File: src/core_pkg.sv
`default_nettype none

package core_pkg;

    parameter int unsigned XLEN = 64;

    typedef logic [31:0] instr_t;

    typedef enum logic [2:0] {
        ALU_ADD,
        ALU_SUB,
        ALU_AND,
        ALU_OR,
        ALU_XOR,
        ALU_PASSB   // operand b straight through, for lui
    } alu_op_e;

    typedef enum logic [1:0] {
        BR_NONE,
        BR_EQ,
        BR_NE,
        BR_JAL
    } br_kind_e;

    typedef enum logic [1:0] {
        F_IDLE,
        F_ADDR,
        F_DATA
    } fetch_state_e;

    typedef struct packed {
        logic            valid;
        logic [XLEN-1:0] pc;
        instr_t          instr;
    } if_id_t;

    typedef struct packed {
        logic            valid;
        logic [XLEN-1:0] pc;
        instr_t          instr;
        logic [4:0]      rs1_idx;
        logic [4:0]      rs2_idx;
        logic [4:0]      rd_idx;
        logic [XLEN-1:0] rs1_val;
        logic [XLEN-1:0] rs2_val;
        logic [XLEN-1:0] imm;
        logic            use_imm;
        alu_op_e         alu_op;
        br_kind_e        br_kind;
        logic            wb_en;
    } id_ex_t;

    // writeback bundle, doubles as commit trace
    typedef struct packed {
        logic            valid;
        logic [XLEN-1:0] pc;
        instr_t          instr;
        logic [4:0]      rd_idx;
        logic            wb_en;
        logic [XLEN-1:0] result;
    } wb_t;

    typedef struct packed {
        logic            valid;
        logic [XLEN-1:0] target;
    } redirect_t;

endpackage

`default_nettype wire

File: src/fetch_axi.sv
`default_nettype none

module fetch_axi import core_pkg::*; #(
    parameter int unsigned     AXI_ADDR_WIDTH = 64,
    parameter int unsigned     AXI_ID_WIDTH   = 4,
    parameter logic [XLEN-1:0] RESET_PC       = '0
) (
    input  wire logic                      clk,
    input  wire logic                      arst_n_i,
    input  redirect_t                      redirect_i,
    input  wire logic                      axi_ar_ready_i,
    output logic                           axi_ar_valid_o,
    output logic [AXI_ADDR_WIDTH-1:0]      axi_ar_addr_o,
    output logic [AXI_ID_WIDTH-1:0]        axi_ar_id_o,
    input  wire logic                      axi_r_valid_i,
    output logic                           axi_r_ready_o,
    input  wire logic [63:0]               axi_r_data_i,
    output if_id_t                         if_id_o
);

    fetch_state_e    state_q, state_d;
    logic [XLEN-1:0] pc_q, pc_d;    // address of the request in flight
    logic            stale_q, stale_d;
    logic [XLEN-1:0] tgt_q, tgt_d;  // where to go once a stale beat is gone

    always_comb begin
        state_d = state_q;
        pc_d    = pc_q;
        stale_d = stale_q;
        tgt_d   = tgt_q;
        case (state_q)
            F_IDLE: begin
                state_d = F_ADDR;
            end
            F_ADDR: begin
                if (axi_ar_ready_i) begin
                    state_d = F_DATA;
                end
                // address must stay stable, so remember the target instead
                if (redirect_i.valid) begin
                    stale_d = 1'b1;
                    tgt_d   = redirect_i.target;
                end
            end
            F_DATA: begin
                if (axi_r_valid_i) begin
                    state_d = F_ADDR;
                    stale_d = 1'b0;
                    if (redirect_i.valid) begin
                        pc_d = redirect_i.target;
                    end else if (stale_q) begin
                        pc_d = tgt_q;
                    end else begin
                        pc_d = pc_q + XLEN'(4);
                    end
                end else if (redirect_i.valid) begin
                    stale_d = 1'b1;
                    tgt_d   = redirect_i.target;
                end
            end
            default: state_d = F_IDLE;
        endcase
    end

    always_ff @(posedge clk or negedge arst_n_i) begin
        if (!arst_n_i) begin
            state_q <= F_IDLE;
            pc_q    <= RESET_PC;
            stale_q <= 1'b0;
        end else begin
            state_q <= state_d;
            pc_q    <= pc_d;
            stale_q <= stale_d;
        end
    end

    always_ff @(posedge clk) begin
        tgt_q <= tgt_d;
    end

    assign axi_ar_valid_o = (state_q == F_ADDR);
    assign axi_ar_addr_o  = AXI_ADDR_WIDTH'(pc_q);  // trunc or zero-extend
    assign axi_ar_id_o    = '0;
    assign axi_r_ready_o  = (state_q == F_DATA);

    // doubleword beat, pick the word by pc bit 2
    assign if_id_o.valid = (state_q == F_DATA) & axi_r_valid_i & ~stale_q;
    assign if_id_o.pc    = pc_q;
    assign if_id_o.instr = pc_q[2] ? axi_r_data_i[63:32] : axi_r_data_i[31:0];

endmodule

`default_nettype wire

File: config.mk
export PLATFORM = sky130hd
export DESIGN_NAME = fetch_axi
export DESIGN_NICKNAME = d
export VERILOG_FILES = /design/src/core_pkg.sv /design/src/fetch_axi.sv
export SDC_FILE = /design/constraint.sdc
export NUM_CORES = 1
export LEC_CHECK = 0
export ABC_AREA = 1
export BUFFER_PORTS_ARGS = -buffer_cell sky130_fd_sc_hd__clkbuf_2
export CELL_PAD_IN_SITES_DETAIL_PLACEMENT = 1
export CELL_PAD_IN_SITES_GLOBAL_PLACEMENT = 1
export CORE_MARGIN = 5
export CORE_UTILIZATION = 35
export CTS_CLUSTER_SIZE = 14
export DETAILED_ROUTE_END_ITERATION = 6
export PLACE_DENSITY = 0.78
export SYNTH_ARGS = -nofsm -noshare
export SYNTH_HDL_FRONTEND = slang
export SYNTH_SLANG_ARGS = --single-unit
File: constraint.sdc
create_clock -name clk -period 6.73 [get_ports clk]
set_clock_uncertainty 0.05 [all_clocks]
set_input_delay 1.0095 -clock clk [delete_from_list [all_inputs] [get_ports clk]]
set_output_delay 1.0095 -clock clk [all_outputs]
set_load 0.02 [all_outputs]
# Yosys cells after proc, flatten, opt, wreduce, memory -nomap -nowiden
# Cells that the tools add are included.
# word_totals
latchBits,0
input_bits,133
mem_count,0
ff_bits,131
rom_bits,0
mem_bits_rw,0
# classes
reduce_logical,5
bitwise,3
eq_ne,5
add_sub_neg,1
shifts,0
magnitude_cmp,0
div,0
n_mux,12
multipliers,0
# op_table
op,n
64-bit 2-to-1 mux,4
64-bit one-hot mux with 2 select lines,1
64-bit by 3-bit adder with 64-bit output (second input constant),1
32-bit 2-to-1 mux,1
2-bit inequality test (second input constant),3
2-bit one-hot mux with 3 select lines,1
2-bit AND reduction,3
2-bit 2-to-1 mux,2
1-bit AND,2
2-bit by 1-bit == test with 1-bit output (second input constant),1
2-bit == test (second input constant),1
2-bit logical NOT,1
1-bit 2-to-1 mux,2
1-bit one-hot mux with 2 select lines,1
2-bit nonzero test,1
1-bit inverter,1

# Depth between registers and ports, before layout
# depth
word_depth,3
depth_mapped,10

# Worst setup path after synthesis
# OpenSTA, ideal clock, no wires.
# synth_timing
path_type,input port to flip-flop
start,input port redirect_i[64] (netlist name)
end,register tgt_q[0] (enable)
arrival_time_ns,4.256
setup_time_ns,0.486
setup_slack_ns,1.938
required_ns,6.194
path_stages,4
cell_sequence,buf_2 clkbuf_1 o21ai_0 nor2_1
# synth_rtl
element,line_no,source
start: declaration,fetch_axi.sv:10,"input redirect_t redirect_i,"
end signal: assignment,fetch_axi.sv:78,tgt_q <= tgt_d;
end: declaration,fetch_axi.sv:24,"logic [XLEN-1:0] tgt_q, tgt_d;"

==> metrics.txt <==
Worst Hold Class register to register; Post-CTS Setup Bufs 0; Worst-path clk slew 0.06 ns; Post-DRT Antenna Nets 0; CP arrival 3.69 ns; clock power share 0.204; PwrDens 473 nW/um^2; Final Cycle Share 0.544; router iterations before antenna repair 5; H-tree depth 4; CTS Buf Count 17; Vias/cell 5.34; share of cells above drive strength 1 0.292; Worst Max-Slew Pin Slew 1.19 ns; Total Routed Length 32200 microns; async set-reset flop share out of synthesis 0.511; synthesized area 8090 sq um; CTS-repair resized insts 0; Post-synth EDFFs 64; Pleak 4.53 nW; Reg power frac 0.347; P_sw 0.00234 W; final hold vios 0; # setup viols final 0; CP Launch Type input port; clk root buf clkbuf_16; Post-synth top flop dfrtp_1; Cell variety after synth 38; top post-synthesis cells by area edfxtp_1 (24%), dfrtp_1 (21%), nand2_1 (14%), nor2_1 (7.0%), buf_4 (6.4%); Max Root-Sink Buffers 2; core area 22700 sq um; worst skew pair latency 0.44 ns; RSZ-0062 raised after global routing no; synth warn 0; Sw Share 0.497; DR WL/cell 20.8 microns; nets 1385; Final GP Congestion 0.887; cell total after placement 1514; crit path max-delay cell type nor2_4; clock tree sinks 131; syn avg cell area 7.85 sq um; antenna violations before repair 0; Crit Path Category input port to register; Mapped Cells 1031; Slew Limit Fails 0; largest net degree at the start of global routing 72; Max Clk Rate 0.273 GHz; Worst EP required 6.75 ns; Seq/Total Area, Yosys 0.445; Setup TNS 0 ns; Finished Layout Cells 1546; power share of the combinational group 0.449; slew margin rel. 0.207; Die Span Y 162 microns; # IOs 300; Die Area 26300 sq um; Int Pwr 0.00237 W; max incr delay on CP 0.74 ns; Area Overhead vs Synth 22.8%; drt first-iter violations 514; Crit Path Max Fanout 37; setup slack at placement 2.63 ns; Post-synth top cells nand2_1 (296), nor2_1 (151), buf_4 (69); Die Width 162 microns; Max VDD drop 159 uV; most instantiated library cell after synthesis nand2_1; Synth area leader edfxtp_1; IO Port Bufs 295; routed via count 8263; Antenna Diode Count 0; crit end category register; Std-Cell Rows 55; first-pass GRT wire length 49000 microns; CTS tree done; max-cap violations 0; vias in the first global route 8549; Seq cells post-synth 131; fill count 2863; status finished clean; crit path time final 3.66 ns; Yosys top cell area share 0.238; crit-path cells clkbuf_2 > buf_4 > o21ai_0 > nor2_4 > buf_4; Final WS setup 3.07 ns; detailed placer's ending HPWL 24600 microns; initial core utilization 0.356; DRC viols 0; GRT Util Overall 0.241; GRT Residual Overflow 0; hold buffers post-CTS 0; Critical Path Most Common Cell buf_4
cells in the final DEF, fill, tap and decap left out, drive strengths merged:
| cell type | n |
|---|---|
| clkbuf | 311 |
| nand2 | 308 |
| nor2 | 167 |
| dfrtp | 67 |
| edfxtp | 64 |
| inv | 59 |
| nand3 | 55 |
| a21oi | 40 |
| a221oi | 34 |
| o21ai | 25 |
| o21bai | 19 |
| a22o | 18 |
| o211ai | 17 |
| nand4 | 12 |
| nor3 | 12 |
| buf | 8 |
| a31oi | 5 |
| a22oi | 5 |
| or2 | 4 |
| a41oi | 4 |
| ha | 4 |
| conb | 4 |
| xor2 | 3 |
| clkinv | 3 |
| nand3b | 2 |
| nor3b | 2 |
| o22ai | 2 |
| xnor2 | 2 |
| bufinv | 2 |
| clkinvlp | 2 |
| o311ai | 1 |
routing by layer:
| metal | track usage | vias to the layer above | part of all wire |
|---|---|---|---|
| met3 | 0.0515 | 38 | 0.067 |
| met2 | 0.426 | 354 | 0.50 |
| met1 | 0.297 | 4012 | 0.41 |
| met5 | 0 | - | 0 |
| li1 | - | 3859 | - |
| met4 | 0.0715 | 0 | 0.022 |
kinds of logic (layout without fill, tap and decap cells):
logic type	Yosys count	count (layout)	share of synthesized area
AOI/OAI and AO/OA	170	170	0.145
xor gates and xnor gates	5	5	0.00541
adders and majority gates	4	4	0.00619
buffers and inverters	158	385	0.106
DFF	131	131	0.445
other	1	4	0.000464
and+or+nand+nor	562	562	0.292
power by group through the flow:
stage	clock [W]	combinational (W)	sequential, W
3_3_place_gp	0	0.00207	0.00163
3_5_place_dp	0	0.00211	0.00164
4_1_cts	0.000971	0.00213	0.00163
2_1_floorplan	0	0.00142	0.00165
6_report	0.000958	0.00211	0.00163
5_1_grt	0.00101	0.00229	0.00168
sequential cells by signal, indices dropped and copies added, names as in the netlist:
name           count
tgt_q             64
state_q            2
stale_q            1
axi_ar_addr_o     64
through the flow:
stage	hold WS (ns)	power, W	cell area, sq um	util
3_3_place_gp	0.458	0.00369	9340	0.411
2_1_floorplan	0.428	0.00307	8100	-
4_1_cts	0.496	0.00473	9930	0.437
3_5_place_dp	0.480	0.00375	9340	0.411
6_report	0.484	0.00470	9930	0.437
5_1_grt	0.524	0.00498	9930	0.437
worst max-delay path: cells and delay by family:
family	cells	cell delay (ns)
buf+inv	3	1.62
compound gates	1	0.24
simple gates	1	0.74
layout make-up:
| type | instances | area [sq um] | area share |
|---|---|---|---|
| Clock inverter | 15 | 169 | 0.0170 |
| Multi-Input combinational cell | 745 | 3660 | 0.369 |
| Timing Repair Buffer | 302 | 1530 | 0.154 |
| Sequential cell | 131 | 3600 | 0.362 |
| Tap cell | 285 | 357 | 0.0359 |
| Inverter | 51 | 191 | 0.0193 |
| Clock buffer | 17 | 425 | 0.0428 |
worst paths after layout:
path	startpoint	endpoint	slack, ns	depth (start not counted)
max	redirect_i[64]	tgt_q[54]	3.07	5
max reg2reg	state_q[0]	tgt_q[54]	3.12	8
min in group asynchronous	arst_n_i	axi_ar_addr_o[52]	0.74	2
min	axi_ar_addr_o[1]	axi_ar_addr_o[1]	0.48	2
min reg2reg	axi_ar_addr_o[1]	axi_ar_addr_o[1]	0.48	2
max in group asynchronous	arst_n_i	axi_ar_addr_o[20]	5.28	2
No activity file was read; power rests on OpenSTA's default activity.
