### src/core_pkg.sv
`default_nettype none

package core_pkg;

    parameter int unsigned XLEN = 64;

    typedef logic [31:0] instr_t;

    typedef enum logic [2:0] {
        ALU_ADD,
        ALU_SUB,
        ALU_AND,
        ALU_OR,
        ALU_XOR,
        ALU_PASSB   // operand b straight through, for lui
    } alu_op_e;

    typedef enum logic [1:0] {
        BR_NONE,
        BR_EQ,
        BR_NE,
        BR_JAL
    } br_kind_e;

    typedef enum logic [1:0] {
        F_IDLE,
        F_ADDR,
        F_DATA
    } fetch_state_e;

    typedef struct packed {
        logic            valid;
        logic [XLEN-1:0] pc;
        instr_t          instr;
    } if_id_t;

    typedef struct packed {
        logic            valid;
        logic [XLEN-1:0] pc;
        instr_t          instr;
        logic [4:0]      rs1_idx;
        logic [4:0]      rs2_idx;
        logic [4:0]      rd_idx;
        logic [XLEN-1:0] rs1_val;
        logic [XLEN-1:0] rs2_val;
        logic [XLEN-1:0] imm;
        logic            use_imm;
        alu_op_e         alu_op;
        br_kind_e        br_kind;
        logic            wb_en;
    } id_ex_t;

    // writeback bundle, doubles as commit trace
    typedef struct packed {
        logic            valid;
        logic [XLEN-1:0] pc;
        instr_t          instr;
        logic [4:0]      rd_idx;
        logic            wb_en;
        logic [XLEN-1:0] result;
    } wb_t;

    typedef struct packed {
        logic            valid;
        logic [XLEN-1:0] target;
    } redirect_t;

endpackage

`default_nettype wire

### src/execute_stage.sv
`default_nettype none

module execute_stage import core_pkg::*; (
    input  wire logic clk,
    input  wire logic arst_n_i,
    input  id_ex_t    id_ex_i,
    output redirect_t redirect_o,
    output wb_t       wb_o
);

    logic            ex_valid_q;
    id_ex_t          ex_q;
    logic            wb_valid_q;
    wb_t             wb_q;
    logic [XLEN-1:0] op_a, op_b, rs2_fwd;
    logic [XLEN-1:0] alu_res;
    logic            taken;
    wb_t             wb_d;

    // pick the wb result over the value read in decode
    function automatic logic [XLEN-1:0] fwd(input logic [4:0] idx,
                                            input logic [XLEN-1:0] val);
        logic hit;
        hit = wb_o.valid && wb_o.wb_en && wb_o.rd_idx != 5'd0
              && idx != 5'd0 && wb_o.rd_idx == idx;
        return hit ? wb_o.result : val;
    endfunction

    always_ff @(posedge clk or negedge arst_n_i) begin
        if (!arst_n_i) begin
            ex_valid_q <= 1'b0;
            wb_valid_q <= 1'b0;
        end else begin
            ex_valid_q <= id_ex_i.valid & ~redirect_o.valid;  // flush younger
            wb_valid_q <= wb_d.valid;
        end
    end

    always_ff @(posedge clk) begin
        ex_q <= id_ex_i;
        wb_q <= wb_d;
    end

    always_comb begin
        op_a    = fwd(ex_q.rs1_idx, ex_q.rs1_val);
        rs2_fwd = fwd(ex_q.rs2_idx, ex_q.rs2_val);
        op_b    = ex_q.use_imm ? ex_q.imm : rs2_fwd;
        case (ex_q.alu_op)
            ALU_SUB:   alu_res = op_a - op_b;
            ALU_AND:   alu_res = op_a & op_b;
            ALU_OR:    alu_res = op_a | op_b;
            ALU_XOR:   alu_res = op_a ^ op_b;
            ALU_PASSB: alu_res = op_b;
            default:   alu_res = op_a + op_b;
        endcase
        case (ex_q.br_kind)
            BR_EQ:   taken = (op_a == rs2_fwd);
            BR_NE:   taken = (op_a != rs2_fwd);
            BR_JAL:  taken = 1'b1;
            default: taken = 1'b0;
        endcase
    end

    assign redirect_o.valid  = ex_valid_q & taken;
    assign redirect_o.target = ex_q.pc + ex_q.imm;

    always_comb begin
        wb_d.valid  = ex_valid_q;
        wb_d.pc     = ex_q.pc;
        wb_d.instr  = ex_q.instr;
        wb_d.rd_idx = ex_q.rd_idx;
        wb_d.wb_en  = ex_q.wb_en;
        wb_d.result = (ex_q.br_kind == BR_JAL) ? ex_q.pc + XLEN'(4) : alu_res;
    end

    always_comb begin
        wb_o       = wb_q;
        wb_o.valid = wb_valid_q;
    end

endmodule

`default_nettype wire

### config.mk
export PLATFORM = sky130hd
export DESIGN_NAME = execute_stage
export DESIGN_NICKNAME = d
export VERILOG_FILES = /design/src/core_pkg.sv /design/src/execute_stage.sv
export SDC_FILE = /design/constraint.sdc
export NUM_CORES = 1
export LEC_CHECK = 0
export BUFFER_PORTS_ARGS = -buffer_cell sky130_fd_sc_hd__buf_2
export CORE_ASPECT_RATIO = 1.5
export CORE_UTILIZATION = 32
export CTS_CLUSTER_SIZE = 40
export DETAILED_ROUTE_END_ITERATION = 8
export GPL_TIMING_DRIVEN = 0
export PLACE_DENSITY_LB_ADDON = 0.2
export SETUP_SLACK_MARGIN = 0.3
export SLEW_MARGIN = 25
export SYNTH_ARGS = -nofsm -noshare
export SYNTH_HDL_FRONTEND = slang
export SYNTH_SLANG_ARGS = --single-unit
### constraint.sdc
create_clock -name clk -period 7.78 [get_ports clk]
set_input_delay 0.778 -clock clk [delete_from_list [all_inputs] [get_ports clk]]
set_output_delay 0.778 -clock clk [all_outputs]
set_load 0.01 [all_outputs]
Word-level counts from Yosys, hierarchy flattened
Index checks and enable logic that the tools add are counted.
- output and inout bits: 232
- register bits: 478
- word-level logic and storage cells: 56
- input port bits: 313
- bitwise logic cells: 6
- $add $sub $neg: 4
- multiplexer cells: 6
- reduce and logical (&&, ||, !) cells: 9
- equality and inequality tests: 12
- operators with widths (kind ; count):
    64-bit case mux with 5 select lines ; 1
    64-bit 2-to-1 mux ; 4
    64-bit adder ; 2
    64-bit by 3-bit adder with 64-bit output (second input constant) ; 1
    64-bit bitwise AND ; 1
    64-bit equality test ; 1
    64-bit != test ; 1
    64-bit bitwise OR ; 1
    64-bit subtractor ; 1
    64-bit XOR ; 1
    5-bit nonzero test ; 3
    5-bit equality test ; 2
    3-bit by 2-bit equality test with 1-bit output (second input constant) ; 2
    3-bit equality test (second input constant) ; 2
    1-bit logical AND ; 6
    2-bit equality test (second input constant) ; 2
    3-bit by 1-bit equality test with 1-bit output (second input constant) ; 1
    1-bit case mux with 3 select lines ; 1
    1-bit bitwise AND ; 2
    2-bit by 1-bit equality test with 1-bit output (second input constant) ; 1
    1-bit NOT ; 1

Depth between registers and ports, before layout
Gate-level depths: netlist (run 1).
- depth in word-level cells: 10
- gate-level depth with buffers: 34
- mapped depth without buffers: 27

Worst setup path before layout (run 1)
OpenSTA, ideal clock, no wires.
- kind: reg2reg
- start point: reg wb_q, in the netlist wb_o[65]
- end point: reg wb_q, in the netlist wb_o[62]
- required time: 7.656 ns
- path slack: 0.937 ns
- arrival: 6.718 ns
- buffers on the path: 6
- library setup time: 0.124 ns
- clock period less this slack: 6.843 ns
- cell stages (with the launch flop): 33
- path through: dfxtp_1 > nor4_2 > o31ai_4 > nand3_2 > buf_2 > buf_2 > buf_2 > buf_2 > buf_2 > mux2i_1 > o21ai_0 > inv_1 > ha_1 > o211ai_1 > or4_1 > nor2_1 > nand2_1 > nor2_1 > a21oi_1 > xnor2_1 > ha_1 > clkbuf_1 > a21o_1 > a21o_1 > a2111o_1 > o21ai_0 > o311ai_0 > o21ai_0 > nand3_1 > a311oi_1 > o21ai_0 > xnor2_1 > o21ai_0
- RTL lines (what ; RTL line ; RTL):
    start: declaration ; execute_stage.sv:14 ; wb_t wb_q;
    start signal: assignment ; execute_stage.sv:41 ; wb_q <= wb_d;

==> results of run 1 <==
## cells in the final DEF, fill, tap and decap left out, drive strengths merged, types with 10 or more instances in the layout
cell type / Yosys / final
buf: 39 / 611
dfxtp: 476 / 476
a21oi: 267 / 267
ha: 256 / 256
nand2: 238 / 238
inv: 204 / 214
o21ai: 204 / 204
clkbuf: 129 / 194
xnor2: 191 / 191
nor2: 171 / 171
mux2i: 160 / 160
xor2: 119 / 119
a21o: 77 / 77
nand4: 63 / 63
nand3: 62 / 62
o221ai: 43 / 43
a31oi: 35 / 35
nor2b: 34 / 34
o31ai: 34 / 34
mux2: 31 / 31
o22ai: 31 / 31
and3: 29 / 29
a211oi: 29 / 29
nor4: 28 / 28
nor3: 24 / 24
o21a: 23 / 23
o211ai: 21 / 21
a221oi: 21 / 21
o21bai: 19 / 19
and2: 18 / 18
a22oi: 14 / 14
and4: 14 / 14
nand2b: 13 / 13
o311a: 13 / 13
a41oi: 11 / 11
a31o: 10 / 10
a311oi: 10 / 10
clkinv: 1 / 10
## synthesized netlist by cell type (all sizes together) (6+ instances only)
| cell | n |
|---|---|
| o21bai | 19 |
| a221o | 6 |
| a31oi | 35 |
| clkbuf | 129 |
| nand2b | 13 |
| a22oi | 14 |
| nor4 | 28 |
| xnor2 | 191 |
| and3 | 29 |
| o31a | 9 |
| o22ai | 31 |
| or3 | 6 |
| o21a | 23 |
| dfxtp | 476 |
| a2bb2oi | 6 |
| or2 | 7 |
| o211ai | 21 |
| and4 | 14 |
| a22o | 9 |
| a211oi | 29 |
| a21oi | 267 |
| nand3 | 62 |
| o31ai | 34 |
| inv | 204 |
| a21o | 77 |
| nor2 | 171 |
| o22a | 9 |
| a311oi | 10 |
| buf | 39 |
| nor3 | 24 |
| and2 | 18 |
| a221oi | 21 |
| nand2 | 238 |
| mux2 | 31 |
| xor2 | 119 |
| nand4 | 63 |
| mux2i | 160 |
| or4 | 6 |
| nor2b | 34 |
| ha | 256 |
| o21ai | 204 |
| o221ai | 43 |
| o311a | 13 |
| a41oi | 11 |
| a31o | 10 |
## cell type report
| class | instances | share of cell area |
|---|---|---|
| Sequential cell | 478 | 0.272 |
| Timing Repair Buffer | 574 | 0.0852 |
| Clock inverter | 28 | 0.0103 |
| Multi-Input combinational cell | 2411 | 0.507 |
| Tap cell | 1147 | 0.0407 |
| Inverter | 205 | 0.0218 |
| Clock buffer | 64 | 0.0384 |
| Buffer | 168 | 0.0240 |
| Antenna cell | 8 | 0.000568 |
## worst paths after layout
check | endpoint | slack (ns) | depth (start not counted) | from
setup / recovery | wb_o[48]$_DFF_P_ | 0.36 | 24 | wb_o[65]$_DFF_P_
hold / removal | ex_q[39]$_DFF_P_ | 0.18 | 1 | id_ex_i[39]
setup reg to reg | wb_o[48]$_DFF_P_ | 0.36 | 24 | wb_o[65]$_DFF_P_
hold reg to reg | wb_o[64]$_DFF_P_ | 0.32 | 0 | ex_q[0]$_DFF_P_
max in group asynchronous | ex_valid_q$_DFF_PN0_ | 7.23 | 2 | arst_n_i
min in group asynchronous | wb_valid_q$_DFF_PN0_ | 0.44 | 2 | arst_n_i
## worst reg2reg max path: cells and delay by family, from the launching register on
family,cells,cell delay (ns)
fa+ha+maj,1,0.34
compound gates,5,1.56
mux,2,0.65
buf+inv,4,1.10
flops,1,0.40
simple gates,10,2.91
xor+xnor,2,0.33
## what timing repair did
item | in CTS | in global routing
hold buffers | 1 | 0
buffers inserted | 11 | 14
pin swaps | 12 | 15
endpoints found under the hold margin | 2 | 0
endpoints found under the setup margin | 59 | 35
gates resized for setup | 111 | 59
## registers in the layout, summed over array words and instances (netlist names)
| signal | cells |
|---|---|
| wb_valid_q | 1 |
| ex_q | 310 |
| wb_o | 166 |
| ex_valid_q | 1 |
## kinds of logic after synthesis
logic type | count (synthesis) | share of synthesized area
flops | 478 | 0.337
fa+ha+maj | 258 | 0.114
simple gates | 723 | 0.125
compound gates | 929 | 0.210
xor+xnor | 310 | 0.0954
mux | 191 | 0.0685
buf+inv | 373 | 0.0503
## per-layer routing
layer	vias up	share of wire	track usage
met5	-	0.00030	0
met4	6	0.11	0.303
met3	537	0.070	0.0672
met2	1525	0.48	0.575
met1	13800	0.34	0.344
li1	13000	-	-
## power breakdown
part	leakage, nW	switching [mW]	total (mW)	internal (mW)
logic	11.4	1.46	2.32	0.858
clock network	0.824	1.15	2.55	1.40
registers	4.04	0.282	2.92	2.64
total	16.2	2.89	7.78	4.89
## stage by stage
step | total power [mW] | utilization | hold slack [ns]
CTS | 7.76 | 0.398 | 0.172
floorplan | 4.12 | - | 0.310
global route | 8.07 | 0.401 | 0.153
detailed placement | 5.14 | 0.372 | 0.312
global placement | 5.13 | 0.371 | 0.310
finish | 7.78 | 0.401 | 0.184
==> flow_summary.toml, run 1 <==
[setup_path]
cp_max_fo = 8
critPathBufInv = 4
cp_cell_sequence = "nor4_4 > buf_4 > o31ai_4 > nand3_4 > buf_6 > mux2_2 > mux2_2 > or4_1 > clkbuf_2 > nor2_1 > nand2_1 > nor4_1 > a41oi_1 > xnor2_1 > ha_1 > clkbuf_1 > nand2_1 > or2_2 > nor4_2 > nor2_1 > o21ai_1 > xor2_1 > a211oi_2 > a21oi_1"
slowest_stage = "or4_1"
cp_top_family = "simple AND/OR/NAND/NOR gates"
cp.required_ns = 8.32
crit_arrival_ns = 7.96
endpoint_kind = "flip-flop"
start_kind = "flip-flop"
slowest_delay_ns = 0.54
crit_type = "flip-flop to flip-flop"

[logic_synthesis]
synthArstFlopShare = 0.00418
postSynthAreaPerCell_sq_um = 8.72
synth-main-ff-cell = "dfxtp_1"
netlist.area_leader.share = 0.335
yosysWarnings = 0
synth_area_leaders = "dfxtp_1 (33%), ha_1 (11%), xnor2_1 (5.9%)"
syn_area_sq_mm = 0.0285
synthesis.instances = 3262
yosys.area.top_type = "dfxtp_1"
synth_cell_types = 82
synth_edf_count = 0
yosysSeqAreaShare = 0.337
ys_ff_latch = 478
synth_nets = 3833

[route]
drt_iter0_markers = 2303
vias = 28800
wl_um = 155000
drtPass1Iterations = 6
vias_per_cell = 5.67
ant_nets = 0
drc = 0
wl_per_cell_um = 30.6

[grt]
overflow = 0
grt_usage = 0.336
grt_pass1_wl_um = 211000
grt_pass1_vias = 28000
antenna_found_initial = 17
grt_max_degree = 17

[timing]
worst_slack_ns = 0.362
finalCriticalPeriod_ns = 7.42
tightest_slew_ns = 1.19
setup_viol = 0
rsz0062_at_grt = "no"
relSlewSlack = 0.204
fin_tns_setup_ns = 0
hold_viol = 0
period_share = 0.953
fin_skew_ns = 0.0572
fmax_mhz = 135
slew_violations = 0

[placement]
place.gp.congestion = 1.05
dp_cells = 4957
pre_cts_slack_ns = -3.29
port_buffers = 544
placed_area_sq_mm = 0.0327
hpwl_um = 123000

[floorplan]
dieArea_sq_mm = 0.0901
initial_core_util = 0.324
die_h_um = 367
io_pins = 545
core_sq_mm = 0.0879
rows = 133
die_w_um = 245

[cells_and_area]
fillerInstances = 9259
nNetsFinal = 4459
area_delta_synth_final_pct = 23.9
fin_cells = 5083
multiInputGateArea_sq_mm = 0.0179
seq_area_sq_mm = 0.00959
post-route-cell-area_sq_mm = 0.0353
layout-drive-gt1-share = 0.219

[power_and_ir_drop]
cellPowerDensity_mw_per_mm2 = 221
ir_drop_mv = 0.213
p_leak_nw = 16.2

[clocking]
clkTransAtPathRegs_ns = 0.07
max-clock-path-buffers = 3
numCtsBuffers = 50
cts.sinks = 478
worstSkewPairLatency_ns = 0.69
root_buffer = "clkbuf_16"
ctsHtreeMaxLevel = 2
cts_tree = "built"

[outcome]
outcome = "complete, no violations"

[run]
timing.max_cap.violations = 0

[worst_hold_path]
hp-class = "primary input to flip-flop"
Note: power is estimated with default switching activity, not from simulation.
==> run 2: changes to the inputs <==
==> constraint.sdc (replaced) <==
create_clock -name clk -period 7.78 [get_ports clk]
set_input_delay 0.389 -clock clk [delete_from_list [all_inputs] [get_ports clk]]
set_output_delay 0.389 -clock clk [all_outputs]
set_load 0.01 [all_outputs]
==> run 2 against run 1 <==
Worst hold slack got worse by 0.11 ns. Core utilization rose by 3.6 points. Flip-flop and latch count did not move. Clock-buffer cell count did not move. Clock power barely moved. Fmax fell by 1.4%. Critical endpoint is now wb_o[62]$_DFF_P_.
==> flow_summary.toml, run 2 (same netlist as run 1, synthesis figures left out) <==
[outcome]
outcome = "complete, no violations"

[timing]
hold_viol = 0
slew_violations = 0
relSlewSlack = 0.183
fin_tns_setup_ns = 0
fin_skew_ns = 0.0575
setup_viol = 0
worst_slack_ns = 0.254
finalCriticalPeriod_ns = 7.53
tightest_slew_ns = 1.23
fmax_mhz = 133
hold_slack_ns = 0.0743
rsz0062_at_grt = "no"
period_share = 0.967

[cells_and_area]
regMostFlops = "ex_q"
nNetsFinal = 4770
area_delta_synth_final_pct = 34.9
largest_register_ffs = 310
seq_area_sq_mm = 0.00960
multiInputGateArea_sq_mm = 0.0179
fin_cells = 5392
layout-drive-gt1-share = 0.204
final_cell_mix = "buf_2 (556), dfxtp_1 (468), dlygate4sd3_1 (312)"
post-route-cell-area_sq_mm = 0.0384
fillerInstances = 8883
mostFrequentLayoutCell = "buf_2"

[clocking]
clkTransAtPathRegs_ns = 0.08
worstSkewPairLatency_ns = 0.66
cts_tree = "built"
cts.sinks = 478
numCtsBuffers = 50
ctsHtreeMaxLevel = 2
root_buffer = "clkbuf_16"
max-clock-path-buffers = 3

[placement]
pre_cts_slack_ns = -3.29
place.gp.congestion = 1.05
port_buffers = 544
placed_area_sq_mm = 0.0327
hpwl_um = 123000
dp_cells = 4957

[route]
wl_um = 159000
vias_per_cell = 5.58
ant_nets = 0
drt_iter0_markers = 2440
drtPass1Iterations = 6
drc = 0
vias = 30100
wl_per_cell_um = 29.4

[floorplan]
io_pins = 545
die_h_um = 367
rows = 133
initial_core_util = 0.324
dieArea_sq_mm = 0.0901
core_sq_mm = 0.0879
die_w_um = 245

[power_and_ir_drop]
p_sw_frac = 0.369
power.internal_mw = 5.00
cellPowerDensity_mw_per_mm2 = 206
p_switching_mw = 2.93
ir_drop_mv = 0.220
p_leak_nw = 17.5
p_seq_frac = 0.368
clockPowerShare = 0.322
power_frac_comb = 0.310

[worst_hold_path]
hp-class = "primary input to asynchronous set/reset pin"

[setup_path]
cp_max_fo = 10
crit_type = "flip-flop to flip-flop"
start_kind = "flip-flop"
cp.required_ns = 8.28
endpoint_kind = "flip-flop"
crit_arrival_ns = 8.03

[grt]
grt_max_degree = 17
antenna_found_initial = 6
overflow = 0
grt_pass1_wl_um = 217000
grt_usage = 0.342
grt_pass1_vias = 29800

[run]
timing.max_cap.violations = 0
run 2: changes by cell type in the layout (fill, tap and decap cells not counted), sizes merged:
cell         before  now
dlygate4sd3       1  312
diode             8    6
run 2: area by class of cell:
cell class | count | share of cell area
multi-input combinational | 2411 | 0.466
sequential | 478 | 0.250
timing repair buffer | 885 | 0.159
tap | 1147 | 0.0374
clock buffer | 64 | 0.0353
buffer | 168 | 0.0220
inverter | 205 | 0.0200
clock inverter | 28 | 0.00948
antenna | 6 | 0.000391
run 2: power groups by stage:
stage	registers [mW]	logic (mW)	clock network [mW]
2_1_floorplan	2.85	1.26	0
3_3_place_gp	2.96	2.17	0
3_5_place_dp	2.96	2.17	0
4_1_cts	2.91	2.37	2.60
5_1_grt	2.92	2.59	2.69
6_report	2.92	2.45	2.55
run 2: final timing paths:
path                                       start                    to  slack [ns]  depth (start not counted)
worst max-delay path            wb_o[65]$_DFF_P_      wb_o[62]$_DFF_P_        0.25                         22
worst min-delay path                    arst_n_i  wb_valid_q$_DFF_PN0_        0.07                          2
worst max register to register  wb_o[65]$_DFF_P_      wb_o[62]$_DFF_P_        0.25                         22
worst min register to register   ex_q[0]$_DFF_P_      wb_o[64]$_DFF_P_        0.32                          0
max in group asynchronous               arst_n_i  ex_valid_q$_DFF_PN0_        7.60                          2
min in group clk                 ex_q[0]$_DFF_P_      wb_o[64]$_DFF_P_        0.32                          0
run 2: repair_timing:
item / in CTS / in global routing
endpoints found under the setup margin: 58 / 34
hold endpoints to repair: 313 / 0
hold buffers: 312 / 0
pin swaps: 12 / 15
resized for setup: 111 / 64
setup buffers: 11 / 14
run 2: metrics by stage:
stage	utilization	power, mW
after floorplan	-	4.12
after global placement	0.371	5.13
after detailed placement	0.372	5.14
after CTS	0.433	7.89
after global routing	0.437	8.20
final	0.437	7.92
run 2: metal layers:
metal / track usage / routed length [um] / vias up
met3: 0.0652 / 10600 / 571
li1: - / - / 13600
met2: 0.590 / 76700 / 1556
met4: 0.313 / 17500 / 6
met5: 0 / 42 / -
met1: 0.347 / 53700 / 14400
run 2: critical path, stage by stage (launching register included):
cell and delay [ns]:
dfxtp_2 0.41, nor4_4 0.07, buf_4 0.16, o31a_4 0.39
nor3_4 0.51, buf_2 0.47, o311a_1 0.34, nand3_1 0.23
or4_1 0.69, nor4_4 0.47, and2_1 0.32, and2b_1 0.33
a31oi_1 0.34, xnor2_1 0.23, ha_1 0.40, a21o_1 0.23
a221o_1 0.36, a21oi_1 0.22, nand3_2 0.19, a311oi_4 0.40
o21ai_0 0.17, xnor2_1 0.29, o21ai_0 0.15
==> run 3: changes to the inputs <==
--- a/config.mk
+++ b/config.mk
@@ -7,6 +7,7 @@
 export LEC_CHECK = 0
 export BUFFER_PORTS_ARGS = -buffer_cell sky130_fd_sc_hd__buf_2
 export CORE_ASPECT_RATIO = 1.5
+export CORE_MARGIN = 1.5
 export CORE_UTILIZATION = 32
 export CTS_CLUSTER_SIZE = 40
 export DETAILED_ROUTE_END_ITERATION = 8
==> run 3 against run 2 <==
Power grew 0.34%. Non-clock buffer count grew 9. Flip-flop and latch count is the same. First-iteration DRC count shrank 1.9%. Final cell count grew 0.17%. Register-to-register slack gained 0.19 ns. Die area grew 0.68%. Cell area grew 0.17%. Clock skew shrank 0.0077 ns.
==> flow_summary.toml, run 3 (same netlist as run 1, synthesis figures left out) <==
[outcome]
outcome = "complete, no violations"

[timing]
finalCriticalPeriod_ns = 7.33
fmax_mhz = 136
rsz0062_at_grt = "yes"
setup_viol = 0
fin_tns_setup_ns = 0
fin_skew_ns = 0.0498
hold_viol = 0
tightest_slew_ns = 1.23
period_share = 0.943
slew_violations = 0
worst_slack_ns = 0.446
relSlewSlack = 0.178

[setup_path]
crit_type = "flip-flop to flip-flop"
cp_common_cell = "o211ai_1"
slowest_stage = "or4_4"
slowest_delay_ns = 0.58
endpoint_kind = "flip-flop"
start_kind = "flip-flop"
crit_arrival_ns = 7.83
cp.required_ns = 8.27
cp_max_fo = 10

[route]
wl_per_cell_um = 30.0
vias_per_cell = 5.55
drt_iter0_markers = 2393
drc = 0
drtPass1Iterations = 8
ant_nets = 0
wl_um = 162000
vias = 30000

[floorplan]
io_pins = 545
die_w_um = 246
die_h_um = 368
initial_core_util = 0.324
core_sq_mm = 0.0879
dieArea_sq_mm = 0.0908
rows = 133

[cells_and_area]
nNetsFinal = 4780
fin_util = 0.438
fin_cells = 5401
area_delta_synth_final_pct = 35.1
largest_register_ffs = 310
final_cell_mix = "buf_2 (561), dfxtp_1 (472), dlygate4sd3_1 (312)"
layout-drive-gt1-share = 0.206
regMostFlops = "ex_q"
mostFrequentLayoutCell = "buf_2"

[power_and_ir_drop]
ir_drop_mv = 0.213
finalPower_mw = 7.95
p_leak_nw = 17.6
cellPowerDensity_mw_per_mm2 = 207

[grt]
grt_pass1_vias = 29800
grt_usage = 0.349
grt_pass1_wl_um = 221000
overflow = 0
antenna_found_initial = 5
grt_max_degree = 17

[placement]
dp_cells = 4959
port_buffers = 544
place.gp.congestion = 1.05
hpwl_um = 126000
pre_cts_slack_ns = -3.36

[clocking]
max-clock-path-buffers = 3
worstSkewPairLatency_ns = 0.68
cts_tree = "built"
numCtsBuffers = 51
root_buffer = "clkbuf_16"
cts.sinks = 478
clkTransAtPathRegs_ns = 0.06
ctsHtreeMaxLevel = 2

[run]
timing.max_cap.violations = 0

[worst_hold_path]
hp-class = "primary input to asynchronous set/reset pin"
==> run 3: cell types whose count changed in the layout (fill, tap and decap cells not counted), sizes merged <==
cell,before,now
bufinv,4,2
clkinv,10,12
inv,214,211
clkbuf,194,192
buf,611,621
clkinvlp,5,12
diode,6,3
==> run 3: critical path, delay by kind of cell (launching register included) <==
| kind | cells | cell delay, ns |
|---|---|---|
| multiplexers | 2 | 0.41 |
| AND/OR/NAND/NOR | 6 | 1.85 |
| flip-flops | 1 | 0.34 |
| buffers and inverters | 9 | 1.40 |
| XOR/XNOR | 1 | 0.22 |
| adder cells (fa/ha/maj) | 2 | 0.41 |
| AO/OA/AOI/OAI | 11 | 2.51 |
==> run 3: path summary, 6_finish.rpt <==
path	startpoint	end	slack, ns	cells past startpoint
min	arst_n_i	wb_valid_q$_DFF_PN0_	0.09	2
max reg2reg	wb_o[68]$_DFF_P_	wb_o[51]$_DFF_P_	0.45	31
min in group clk	ex_q[203]$_DFF_P_	wb_o[69]$_DFF_P_	0.32	0
max	wb_o[68]$_DFF_P_	wb_o[51]$_DFF_P_	0.45	31
min reg2reg	ex_q[203]$_DFF_P_	wb_o[69]$_DFF_P_	0.32	0
max in group asynchronous	arst_n_i	ex_valid_q$_DFF_PN0_	7.58	2
==> run 3: layer usage <==
| metal | vias up | part of all wire | GRT usage |
|---|---|---|---|
| met3 | 511 | 0.068 | 0.0625 |
| met1 | 14400 | 0.34 | 0.358 |
| met5 | - | 0.00027 | 0 |
| li1 | 13600 | - | - |
| met4 | 6 | 0.11 | 0.315 |
| met2 | 1511 | 0.48 | 0.600 |
==> run 3: cell type report <==
class	instances	area, sq um
Fill cell	8817	49400
Buffer	168	881
Inverter	205	769
Clock inverter	32	374
Tap cell	1147	1440
Timing Repair Buffer	894	6180
Multi-Input combinational cell	2411	17800
Clock buffer	63	1380
Sequential cell	478	9590
Antenna cell	3	7.51
==> run 3: through the flow <==
stage               area [sq um]  hold slack (ns)
floorplan                  28500           0.0934
global placement           32600            0.188
detailed placement         32700            0.191
CTS                        38100           0.0546
global route               38400           0.0767
finish                     38500           0.0903
==> run 3: timing repair <==
item                       CTS  global route
setup endpoints to repair   59            35
pin swaps                   15            16
hold endpoints to repair   313             0
hold buffers               312             0
resized for setup          113            55
buffers inserted            13            17
==> run 3: report_power, final <==
part / leakage, nW / total (mW) / switching [mW] / internal, mW
logic: 12.7 / 2.48 / 1.52 / 0.961
clock network: 0.814 / 2.56 / 1.19 / 1.37
registers: 4.04 / 2.91 / 0.275 / 2.64
